[src/hw/wbPkg.sv]
// Sizes, opcode encoding and packet format shared by every module of the writeback stage.
package wbPkg;

        localparam int NUM_LANES   = 4;          // Writeback lanes, one per unit.
        localparam int LANE_DEPTH  = 4;          // Queue slots per lane.
        localparam int CHECKPOINTS = 8;          // Branch mask width.
        localparam int CHK_W       = $clog2(CHECKPOINTS);
        localparam int TAG_W       = 6;          // Active list tag.
        localparam int PREG_W      = 6;          // Physical register index.
        localparam int DATA_W      = 32;
        localparam int PC_W        = 32;

        typedef enum logic [1:0] {
                OP_ALU,
                OP_LOAD,
                OP_BRANCH
        } fuOp_e;

        // Target and taken only mean something for OP_BRANCH.
        typedef struct packed {
                fuOp_e                  op;
                logic [CHECKPOINTS-1:0] brMask;
                logic [TAG_W-1:0]       tag;
                logic [PREG_W-1:0]      dest;
                logic [DATA_W-1:0]      data;
                logic [PC_W-1:0]        target;
                logic                   taken;
        } exePacket_t;

        // Index width, never below one bit.
        function automatic int idxWidth(input int count);
                return (count > 1) ? $clog2(count) : 1;
        endfunction

        // Width of a count running from zero up to limit.
        function automatic int cntWidth(input int limit);
                return $clog2(limit + 1);
        endfunction

endpackage

[src/hw/laneIf.sv]
// Per-lane bus joining the dispatch block, one writeback lane and the collector.
interface laneIf import wbPkg::*; #(
        parameter int LANE_DEPTH = wbPkg::LANE_DEPTH
);
        localparam int CNT_W = cntWidth(LANE_DEPTH);

        logic             push;                  // One packet for this lane.
        exePacket_t       pushPkt;
        logic [CNT_W-1:0] credit;                // Slots freed last cycle.
        logic             headValid;             // Oldest live entry present.
        exePacket_t       headPkt;
        logic             pop;

        modport dispatchMp (
                output push,
                output pushPkt,
                input  credit
        );

        modport laneMp (
                input  push,
                input  pushPkt,
                input  pop,
                output credit,
                output headValid,
                output headPkt
        );

        modport collectMp (
                input  headValid,
                input  headPkt,
                output pop
        );

endinterface

[src/hw/wbLane.sv]
// One writeback lane: circular packet queue with branch squash and credit return to dispatch.
module wbLane import wbPkg::*; #(
        parameter int LANE_DEPTH = wbPkg::LANE_DEPTH
) (
        input  logic             clk,
        input  logic             reset,
        input  logic             flushValid_i,
        input  logic [CHK_W-1:0] flushCheckpoint_i,
        laneIf.laneMp            lane
);
        localparam int PTR_W = idxWidth(LANE_DEPTH);
        localparam int CNT_W = cntWidth(LANE_DEPTH);

        exePacket_t            entries [LANE_DEPTH];
        logic [LANE_DEPTH-1:0] live;
        logic [LANE_DEPTH-1:0] squashHit;
        logic [PTR_W-1:0]      headPtr;
        logic [PTR_W-1:0]      tailPtr;
        logic [PTR_W-1:0]      headIdx;
        logic [PTR_W-1:0]      slotIdx;
        logic [CNT_W-1:0]      slotCount;        // Slots between head and tail.
        logic [CNT_W-1:0]      skipCount;
        logic [CNT_W-1:0]      freeCount;
        logic                  headFound;
        logic                  pushSquash;
        logic                  pushWrite;
        logic                  popNow;

        function automatic logic [PTR_W-1:0] wrapPtr(input int value);
                return PTR_W'(value % LANE_DEPTH);
        endfunction

        always_comb
        begin
                for (int i = 0; i < LANE_DEPTH; i++)
                begin
                        squashHit[i] = flushValid_i && entries[i].brMask[flushCheckpoint_i];
                end
        end

        // Walk from the head past dead slots to the oldest live entry.
        always_comb
        begin
                headFound = 1'b0;
                skipCount = '0;
                slotIdx   = headPtr;
                for (int i = 0; i < LANE_DEPTH; i++)
                begin
                        slotIdx = wrapPtr(int'(headPtr) + i);
                        if (!headFound && (i < int'(slotCount)))
                        begin
                                if (live[slotIdx] && !squashHit[slotIdx])
                                        headFound = 1'b1;
                                else
                                        skipCount = skipCount + 1'b1;
                        end
                end
                headIdx = wrapPtr(int'(headPtr) + int'(skipCount));
        end

        assign pushSquash = flushValid_i && lane.pushPkt.brMask[flushCheckpoint_i];
        assign pushWrite  = lane.push && !pushSquash;
        assign popNow     = lane.pop && headFound;

        assign lane.headValid = headFound;
        assign lane.headPkt   = entries[headIdx];
        assign lane.credit    = freeCount;

        always_ff @(posedge clk)
        begin
                if (pushWrite)
                        entries[tailPtr] <= lane.pushPkt;
        end

        // Dead slots behind a live head are recycled once the head passes them.
        always_ff @(posedge clk)
        begin
                if (reset)
                begin
                        live      <= '0;
                        headPtr   <= '0;
                        tailPtr   <= '0;
                        slotCount <= '0;
                        freeCount <= '0;
                end
                else
                begin
                        for (int i = 0; i < LANE_DEPTH; i++)
                        begin
                                if (squashHit[i])
                                        live[i] <= 1'b0;
                        end
                        if (popNow)
                                live[headIdx] <= 1'b0;
                        if (pushWrite)
                        begin
                                live[tailPtr] <= 1'b1;
                                tailPtr       <= wrapPtr(int'(tailPtr) + 1);
                        end
                        headPtr   <= popNow ? wrapPtr(int'(headIdx) + 1) : headIdx;
                        slotCount <= slotCount + CNT_W'(pushWrite) - skipCount
                                     - CNT_W'(popNow);
                        freeCount <= skipCount + CNT_W'(popNow)
                                     + CNT_W'(lane.push && pushSquash);  // Dropped push too.
                end
        end

endmodule

[src/flat_wrapper.sv]
// flat-port wrapper written by rule: the top's interface ports become plain ports
module wbLane_flat import wbPkg::*;
#(
        parameter int LANE_DEPTH = wbPkg::LANE_DEPTH
)
  (clk, reset, flushValid_i, flushCheckpoint_i, lane_push, lane_pushPkt, lane_pop, lane_credit, lane_headValid, lane_headPkt);
  laneIf #(.LANE_DEPTH(LANE_DEPTH)) lane_i ();
  input  logic clk;
  input  logic reset;
  input  logic flushValid_i;
  input  logic [CHK_W-1:0] flushCheckpoint_i;
  input wire logic [$bits(lane_i.push)-1:0] lane_push;
  input wire logic [$bits(lane_i.pushPkt)-1:0] lane_pushPkt;
  input wire logic [$bits(lane_i.pop)-1:0] lane_pop;
  output wire logic [$bits(lane_i.credit)-1:0] lane_credit;
  output wire logic [$bits(lane_i.headValid)-1:0] lane_headValid;
  output wire logic [$bits(lane_i.headPkt)-1:0] lane_headPkt;
  assign lane_i.push = lane_push;
  assign lane_i.pushPkt = lane_pushPkt;
  assign lane_i.pop = lane_pop;
  assign lane_credit = lane_i.credit;
  assign lane_headValid = lane_i.headValid;
  assign lane_headPkt = lane_i.headPkt;
  wbLane #(.LANE_DEPTH(LANE_DEPTH)) u_core (.clk(clk), .reset(reset), .flushValid_i(flushValid_i), .flushCheckpoint_i(flushCheckpoint_i), .lane(lane_i));
endmodule
[config.mk]
export PLATFORM = sky130hd
export DESIGN_NAME = wbLane_flat
export DESIGN_NICKNAME = d
export VERILOG_FILES = /design/src/hw/wbPkg.sv /design/src/hw/laneIf.sv /design/src/hw/wbLane.sv /design/src/flat_wrapper.sv
export SDC_FILE = /design/constraint.sdc
export NUM_CORES = 1
export LEC_CHECK = 0
export BUFFER_PORTS_ARGS = -buffer_cell sky130_fd_sc_hd__buf_4
export CAP_MARGIN = 15
export CORE_ASPECT_RATIO = 0.8
export CORE_UTILIZATION = 50
export DETAILED_ROUTE_END_ITERATION = 12
export HOLD_SLACK_MARGIN = 0.05
export MAX_ROUTING_LAYER = met4
export PLACE_DENSITY = 0.7
export SLEW_MARGIN = 20
export SYNTH_ARGS = -nofsm -noshare
export SYNTH_HDL_FRONTEND = slang
export SYNTH_SLANG_ARGS = --single-unit
export TNS_END_PERCENT = 100
[constraint.sdc]
create_clock -name clk -period 8.7 [get_ports clk]
set_clock_uncertainty 0.2 [all_clocks]
set_input_delay 1.74 -clock clk [delete_from_list [all_inputs] [get_ports clk]]
set_output_delay 1.74 -clock clk [all_outputs]
set_load 0.005 [all_outputs]
# Yosys cells after proc, flatten, opt, wreduce, memory -nomap -nowiden
# Memories as Yosys holds them, arrays and structs flattened.
# Index checks and enable logic that the tools add are counted.
dict set report totals {
  regBits 14
  latch_bits 0
  mem_bits_rw 348
  rom_bits 0
  inputBits 95
  wordCells 121
  mem_count 1
}
# name depth word_bits read_ports rd_ports_with_merged_regs wr line_no
set mem_list {}
lappend mem_list {u_core.entries 4 87 5 0 1 wbLane.sv:14} ;# exePacket_t entries [LANE_DEPTH];
dict set report op_classes {
  n_addsub 14
  n_mul 0
  div_mod_pow 0
  order_cmp 13
  eq_ne 0
  shifts 0
  n_mux 60
  bitwise 3
  reduce_logical 25
}
# op count
set ops {}
lappend ops {{$mux 1} 34}
lappend ops {{$mux 3} 7}
lappend ops {{$lt 2x3->1 const B} 6}
lappend ops {{$logic_and 1x1->1} 17}
lappend ops {{$bmux 1 s2} 8}
lappend ops {{$bmux 1 s3} 5}
lappend ops {{$mux 4} 3}
lappend ops {{$add 3x1->3} 3}
lappend ops {{$add 3x1->3 const B} 3}
lappend ops {{$logic_not 1->1} 8}
lappend ops {{$add 2x1->2 const B} 3}
lappend ops {{$lt 1x3->1 const A} 2}
lappend ops {{$lt 2x3->1 const A} 2}
lappend ops {{$add 2x2->2 const B} 2}
lappend ops {{$and 4x4->4} 1}
lappend ops {{$demux 1 s2} 2}
lappend ops {{$ge 2x1->1 const B} 2}
lappend ops {{$lt 3x4->1 const B} 1}
lappend ops {{$not 4->4} 1}
lappend ops {{$or 4x4->4} 1}
lappend ops {{$sub 3x1->3} 1}
lappend ops {{$sub 3x3->3} 1}
lappend ops {{$add 2x2->2} 1}
lappend ops {{$mux 2} 1}

# Longest topological paths before layout
# Gate-level depths: netlist (run 1).
# An unclocked memory read counts as a cell.
dict set report logic_depth {
  word_depth 30
  ltp_mapped 23
  depth_no_buf 21
}

# Worst setup path before layout (run 1)
# Ideal clock, no wire load.
dict set report synth_timing {
  path_type {input -> output}
  from {input flushCheckpoint_i[0]}
  to {output lane_headPkt[17]}
  t_arrival_ps 6223
  required_ps 6760
  setup_slack_ps 537
  cell_stages 17
  path_buffers 5
  path_cell_list {buf_6 buf_6 mux2_2 o21ai_0 o21ai_2 mux4_2 and2_1 ha_1 nand2_1 a21oi_1 xnor2_1 xor2_1 ha_1 clkbuf_1 clkbuf_1 clkbuf_1 mux4_2}
}
dict set report synth_between {
  elab_chain_cells 20
  word_cells_on_any_way 53
}
# item line_no
set synth_lines {}
lappend synth_lines {{from (decl)} flat_wrapper.sv:11} ;# input logic [CHK_W-1:0] flushCheckpoint_i;
lappend synth_lines {{$bmux 1 s3} wbLane.sv:37} ;# squashHit[i] = flushValid_i && entries[i].brMask[flushCheckpoint_i];
lappend synth_lines {{$mux 1 (not written as such)} wbLane.sv:37}
lappend synth_lines {{$logic_and 1x1->1} wbLane.sv:37}
lappend synth_lines {{$bmux 1 s2} wbLane.sv:52} ;# if (live[slotIdx] && !squashHit[slotIdx])
lappend synth_lines {{$mux 1 (not written as such)} wbLane.sv:52}
lappend synth_lines {{$logic_not 1->1} wbLane.sv:52}
lappend synth_lines {{$logic_and 1x1->1} wbLane.sv:52}
lappend synth_lines {{$mux 1} wbLane.sv:52}
lappend synth_lines {{[... 4 more ...]} n/a}
lappend synth_lines {{$add 3x1->3 or $logic_not 1->1 (tied branches)} {wbLane.sv:55, wbLane.sv:50}}
lappend synth_lines {{$mux 3 or $logic_and 1x1->1 (tied branches)} {wbLane.sv:52, wbLane.sv:50}}
lappend synth_lines {{$mux 3 or $mux 1 (tied branches)} wbLane.sv:50} ;# if (!headFound && (i < int'(slotCount)))
lappend synth_lines {{$add 3x1->3 or $logic_not 1->1 (tied branches)} {wbLane.sv:55, wbLane.sv:50}}
lappend synth_lines {{$mux 3 or $logic_and 1x1->1 (tied branches)} {wbLane.sv:52, wbLane.sv:50}}
lappend synth_lines {{$mux 3 (*)} wbLane.sv:50}
lappend synth_lines {{$add 2x2->2 (*)} wbLane.sv:58} ;# headIdx = wrapPtr(int'(headPtr) + int'(skipCount));
lappend synth_lines {{$mem_v2 4x87 (*)} n/a}
lappend synth_lines {{to (decl)} flat_wrapper.sv:17} ;# output wire logic [$bits(lane_i.headPkt)-1:0] lane_headPkt;
# Mark *: on every way between the ends. The rest lies on a longest branch, timed or not. The select of a mux whose other input is x is not followed.

# Worst setup path in the final report (run 1)
dict set report layout_timing {
  from {input flushCheckpoint_i[0]}
  to {output lane_headPkt[79]}
}
# Same word-level chain as after synthesis.

==> results of run 1 <==
[cells in the final DEF (no fill, tap or decap), types with 9 or more instances in the layout]
master / count
nor2_1: 15
clkinv_1: 14
nand2_1: 14
clkbuf_16: 39
dfxtp_1: 14
mux4_2: 94
edfxtp_1: 348
ha_1: 10
inv_1: 9
buf_4: 201
[logic make-up after synthesis]
group | Yosys count | synth area share [%]
compound gates | 43 | 2.38
mux | 109 | 16.2
buf+inv | 43 | 1.41
simple gates | 50 | 1.72
flops | 362 | 76.3
xor+xnor | 10 | 0.622
fa+ha+maj | 14 | 1.41
[through the flow]
step	instance area (um^2)	setup slack [ps]
floorplan	14100	537
global placement	16000	97.4
detailed placement	16000	14.4
CTS	17100	5.18
global route	17300	20.9
finish	17300	221
[sequential cells by signal (all words and copies together) (netlist names)]
name                count
u_core.entries        348
u_core.headPtr          2
u_core.slotCount        3
u_core.tailPtr          2
u_core.lane.credit      3
u_core.live             4
[layout make-up]
class | instances | area (um^2)
multi-input combinational | 227 | 3210
fill | 1936 | 10200
antenna | 2 | 5.00
clock inverter | 26 | 186
sequential | 362 | 10700
clock buffer | 39 | 933
inverter | 14 | 62.6
tap | 364 | 455
timing repair buffer | 210 | 1690
[report_power, final]
part | total, mW | internal, mW | switching (mW) | leakage [nW]
combinational | 4.73 | 2.74 | 1.99 | 2.11
sequential | 2.05 | 2.01 | 0.0432 | 3.29
clock | 1.47 | 0.838 | 0.629 | 0.546
total | 8.25 | 5.58 | 2.66 | 5.95
[path summary, 6_finish.rpt]
| path | from | to | slack (ps) | cells past startpoint |
|---|---|---|---|---|
| max | flushCheckpoint_i[0] | lane_headPkt[79] | 220 | 21 |
| min | u_core.tailPtr[0] | u_core.tailPtr[0] | 380 | 2 |
| max reg2reg | u_core.entries[1][80] | u_core.slotCount[2] | 3300 | 22 |
| min reg2reg | u_core.tailPtr[0] | u_core.tailPtr[0] | 380 | 2 |
[layer usage]
layer | up-vias | track usage, % | share of wire, %
li1 | 3085 | - | -
met1 | 3596 | 27.2 | 42
met2 | 227 | 32.0 | 49
met3 | 41 | 5.94 | 7.7
met4 | 0 | 4.26 | 1.3
met5 | - | - | 0
[critical path: stages]
cell and delay [ps]:
buf_4 170, buf_4 180, mux2_2 360, o221ai_4 190, o21ai_2 90, mux4_2 520
and2_1 170, ha_1 290, nand2_1 70, a21oi_2 70, ha_1 270, o221ai_1 90
a2111o_1 430, a21oi_2 190, ha_1 270, and2_1 160, o21ai_2 170, o311a_4 240
buf_4 170, mux4_2 530, buf_4 160
[what timing repair did]
item	in CTS	in global routing
endpoints found under the setup margin	0	87
setup buffers	0	4
resized for setup	0	7
hold buffers	0	0
[synth_stat cells (all sizes together), types with 6 or more instances]
master / n / area (um^2)
edfxtp: 348 / 10500
mux4: 94 / 2120
clkbuf: 15 / 57.6
nor2: 15 / 56.3
buf: 14 / 88.8
dfxtp: 14 / 280
inv: 14 / 52.6
nand2: 14 / 52.6
ha: 11 / 138
o21ai: 11 / 70.1
mux2: 9 / 101
mux2i: 6 / 60.1
nor2b: 6 / 37.5
xnor2: 6 / 52.6
==> results by group, run 1 <==
Layout
  • Final core occ: 63.0%
  • Non-Filler Instances: 1244
  • Final #Nets: 960
  • Proportion of layout cells with a drive suffix above 1: 43.3%
  • Area Overhead vs Synth: 22.7%

Yosys
  • Fraction of registers with async set/reset: 0%
  • Yosys reg bits: 362
  • Synth Instances: 631
  • Mapped Area: 0.0141 mm^2
  • Sequential element share of the synthesized area: 76.3%
  • Syn nets: 740
  • Number of synthesized flops with an enable pin: 348
  • Synth warn: 0
  • Synth unique cells: 52
  • Synth Area per Inst: 22.3 um^2
  • Prevailing post-synth register cell: edfxtp_1

Pwr
  • Pwr dens: 477 mW/mm^2
  • Tot Pwr: 8.25 mW
  • Leak Pwr: 5.95 nW
  • Peak supply drop: 336 uV

Clocking
  • Clock-pin slew on the worst setup and hold paths: 60 ps
  • CTS tree: yes
  • Clk_lat worst skew: 510 ps
  • Clock sinks: 362
  • Num CTS Buffers: 36
  • H-tree levels: 2
  • Clock Path Buffers: 3
  • Root Buffer: clkbuf_16

Global route
  • Global route overflow: 0
  • Tot GR Track Use: 20.6%
  • Largest net degree at the start of global routing: 74
  • Number of global-route vias before repair: 7530
  • First-pass GRT wire length: 43.4 mm
  • Initial antenna violation count: 1

Critical path
  • Worst EP arrival: 6540 ps
  • Setup CP Type: in2out
  • Crit path capture type: primary output
  • Crit path max fanout: 9
  • CP Launch Type: input pin
  • Required time worst endpoint: 6760 ps

Placed design
  • Inst Count DP: 1170
  • DP Wirelength: 17.5 mm
  • # port buffers: 185
  • GPL Wtd Cong: 0.856

Run status
  • Status: finished clean

Timing
  • Fmax: 0.118 GHz
  • Slew Viols, Final: 0
  • Min Hold Slack: 379 ps
  • Final hold violation count: 0
  • Slew @ Worst Pin: 883 ps
  • Min cycle time layout: 8480 ps
  • Slew headroom: 41.1%
  • Finish-stage setup viols: 0
  • Setup TNS: 0 ps
  • Tcrit/Tclk final: 97.5%
  • RSZ-0062 raised after global routing: no

Routing
  • Vias per cell: 5.59
  • Drt drc: 0
  • Iter 0 DRT Violations: 579
  • Drt wl/cell: 22.7 um
  • DR pass1 iterations: 4
  • Routed Wire Length: 28.3 mm
  • Antenna viol nets, final: 0
  • Vias: 6949

Floorplanning
  • Core Region: 0.0274 mm^2
  • Top-level I/O count: 186
  • Die height: 152 um
  • Cell Rows: 54
  • Die Wd: 190 um
  • Starting density of the core: 51.3%
  • Die area: 0.0288 mm^2

Run
  • Max Cap Viol: 0

Worst hold path
  • Min-Delay Path Class: reg2reg
Power figures use the tool's default switching activity.
==> run 2: changes to the inputs <==
--- a/config.mk
+++ b/config.mk
@@ -5,6 +5,7 @@
 export SDC_FILE = /design/constraint.sdc
 export NUM_CORES = 1
 export LEC_CHECK = 0
+export ABC_AREA = 1
 export BUFFER_PORTS_ARGS = -buffer_cell sky130_fd_sc_hd__buf_4
 export CAP_MARGIN = 15
 export CORE_ASPECT_RATIO = 0.8
@@ -12,7 +13,7 @@
 export DETAILED_ROUTE_END_ITERATION = 12
 export HOLD_SLACK_MARGIN = 0.05
 export MAX_ROUTING_LAYER = met4
-export PLACE_DENSITY = 0.7
+export PLACE_DENSITY = 0.69
 export SLEW_MARGIN = 20
 export SYNTH_ARGS = -nofsm -noshare
 export SYNTH_HDL_FRONTEND = slang
==> constraint.sdc (replaced) <==
create_clock -name clk -period 8.7 [get_ports clk]
set_clock_uncertainty 0.2 [all_clocks]
set_input_delay 1.74 -clock clk [delete_from_list [all_inputs] [get_ports clk]]
set_output_delay 1.74 -clock clk [all_outputs]
set_load 0.1 [all_outputs]
==> run 2 against run 1 <==
Against the previous run: final area is 2.6% higher; routed wire length rose by 14%; hold slack lost 34 ps; maximum frequency rose by 4.9%; clock-buffer cell count increased by 5; first-iteration DRC count grew 20%; sequential share of layout area fell by 1.6 points; core utilization is 1.1 points lower; via count increased by 38%; critical path type unchanged.
==> results by group, run 2 <==
Yosys
  • Syn nets: 1390
  • Prevailing post-synth register cell: edfxtp_1
  • Post-Synth Simple-Gate Area: 20.6%
  • Number of synthesized flops with an enable pin: 348
  • Fraction of registers with async set/reset: 0%
  • Post-synthesis xor/xnor area fraction: 0.475%
  • Yosys reg bits: 362
  • Post-synthesis compound-gate area fraction: 1.10%
  • Mapped Area: 0.0147 mm^2
  • Mux contribution to synthesized area: 0.0679%
  • Ranking of synthesized cells by area: edfxtp_1, nand2_1, nand3_1, dfxtp_1, inv_1
  • Synth unique cells: 30
  • Sequential element share of the synthesized area: 72.8%
  • Main combinational cell family by area after synthesis: simple AND/OR/NAND/NOR gates
  • Synth Area per Inst: 11.5 um^2
  • Top-area cell type share of the netlist area: 70.9%
  • Synth Instances: 1281
  • Post-synth top area cell: edfxtp_1
  • Synth warn: 0
  • Synth Area in Adders: 1.34%
  • Synth cell count leaders: nand2_1, edfxtp_1, nand3_1
  • Cell with the most instances after synthesis: nand2_1

Critical path
  • Required time worst endpoint: 6760 ps
  • FF-to-FF path depth: 27
  • Crit path capture type: primary output
  • Crit path max fanout: 45
  • Worst EP arrival: 6140 ps
  • CP Launch Type: input pin
  • Setup CP Type: in2out

Routing
  • DR pass1 iterations: 7
  • Drt wl/cell: 17.3 um
  • Vias: 9623
  • Iter 0 DRT Violations: 695
  • Vias per cell: 5.16
  • Antenna viol nets, final: 0
  • Routed Wire Length: 32.2 mm
  • Drt drc: 0

Layout
  • FF/Latch Area: 0.0107 mm^2
  • Max reg flops: 348
  • Commonest cells after routing, fill and taps aside: nand2_1, edfxtp_1, buf_4, nand3_1, inv_1
  • Area Overhead vs Synth: 20.2%
  • ANT cells: 0
  • Final core occ: 61.9%
  • Area of the multi-input gates: 0.00348 mm^2
  • Proportion of layout cells with a drive suffix above 1: 18.2%
  • Top reg by flops: u_core.entries
  • Biggest regs: u_core.entries: 348 flops, u_core.live: 4 flops
  • Most common cell after layout, fill and taps aside: nand2_1
  • Final #Nets: 1576
  • Filler Cell Count: 2255

Timing
  • Final hold violation count: 0
  • Slew headroom: 38.3%
  • RSZ-0062 raised after global routing: no
  • Min cycle time layout: 8080 ps
  • Fmax: 0.124 GHz
  • Setup TNS: 0 ps
  • Finish-stage setup viols: 0
  • Slew Viols, Final: 0
  • Tcrit/Tclk final: 92.9%
  • Slew @ Worst Pin: 925 ps

Global route
  • Most Crowded Layer GR: met2
  • Met1 GRT Util: 30.5%
  • Tot GR Track Use: 22.1%
  • First-pass GRT wire length: 49.8 mm
  • Initial antenna violation count: 0
  • Global route overflow: 0
  • Met2 Track Usage GR: 34.1%
  • Largest net degree at the start of global routing: 99
  • Grt met3 use: 4.02%
  • Number of global-route vias before repair: 9146

Clocking
  • Hold-fix buffers at CTS: 0
  • PostCTS Resize Cnt: 0
  • Clk_lat worst skew: 520 ps
  • Clock Path Buffers: 3
  • H-tree levels: 2
  • # Post-CTS Setup Buffers: 0
  • Num CTS Buffers: 37
  • Clock-pin slew on the worst setup and hold paths: 60 ps
  • CTS tree: yes
  • Clock sinks: 362
  • Root Buffer: clkbuf_16

Floorplanning
  • Die area: 0.0302 mm^2
  • Die Wd: 194 um
  • Starting density of the core: 51.5%
  • Core Region: 0.0286 mm^2
  • Die height: 156 um
  • Top-level I/O count: 186
  • Cell Rows: 55

Worst hold path
  • Min-Delay Path Class: reg2reg
  • Hold Path Stages: 2

Run status
  • Status: finished clean

Placed design
  • # port buffers: 185
  • DP Wirelength: 19.0 mm
  • GPL Wtd Cong: 0.871

Run
  • Max Cap Viol: 0
-- run 2: worst max-delay path, cell delays in order --
cell	delay, ps
buf_4	180
inv_2	260
nand2_1	90
nand3_1	80
nand3_1	120
nand3_1	130
nand3_1	100
nand3_1	150
nand2_1	80
nand2_1	80
inv_1	50
ha_1	290
nor2_1	110
nor2_1	80
xnor2_1	250
xor2_1	460
ha_4	200
xnor2_1	170
inv_1	120
nand3_2	130
nand2_4	210
nor2_4	220
buf_12	260
nand2_1	80
nand3_1	150
buf_4	310
-- run 2: worst paths after layout --
| path | from | end | slack, ps |
|---|---|---|---|
| worst max-delay path | flushCheckpoint_i[0] | lane_headPkt[33] | 620 |
| worst min register to register | u_core.tailPtr[1] | u_core.tailPtr[1] | 350 |
| worst max register to register | u_core.entries[3][80] | u_core.slotCount[2] | 4350 |
| worst min-delay path | u_core.tailPtr[1] | u_core.tailPtr[1] | 350 |
-- run 2: cells by family after synthesis --
group | count (synthesis)
AO/OA/AOI/OAI | 30
XOR/XNOR | 8
adder cells (fa/ha/maj) | 14
buffers and inverters | 122
flip-flops | 362
multiplexers | 1
AND/OR/NAND/NOR | 744
-- run 2: per-stage QoR --
step           area [um^2]  worst slack (ps)  std cells  hold slack, ps
2_1_floorplan        14700              1240       1281             290
4_1_cts              17700               637       1866             349
3_5_place_dp         16500               656       1798             341
6_report             17700               619       1866             346
3_3_place_gp         16500               764       1798             320
5_1_grt              17700               134       1866             391
-- run 2: cell type report --
cell class	count	share of cell area, %
Tap cell	370	2.61
Clock inverter	24	1.24
Sequential cell	362	60.6
Multi-Input combinational cell	797	19.7
Inverter	69	1.52
Timing Repair Buffer	200	8.83
Clock buffer	44	5.55
-- run 2: routing by layer --
metal / vias to the layer above / routed length [um]
li1: 4701 / -
met1: 4550 / 14500
met2: 330 / 14900
met3: 42 / 2260
met4: 0 / 578
met5: - / 0
Power of run 2 is left out: the tool's default activity adds up to more than one toggle a clock period on the data nets, which glitch-free logic cannot reach.
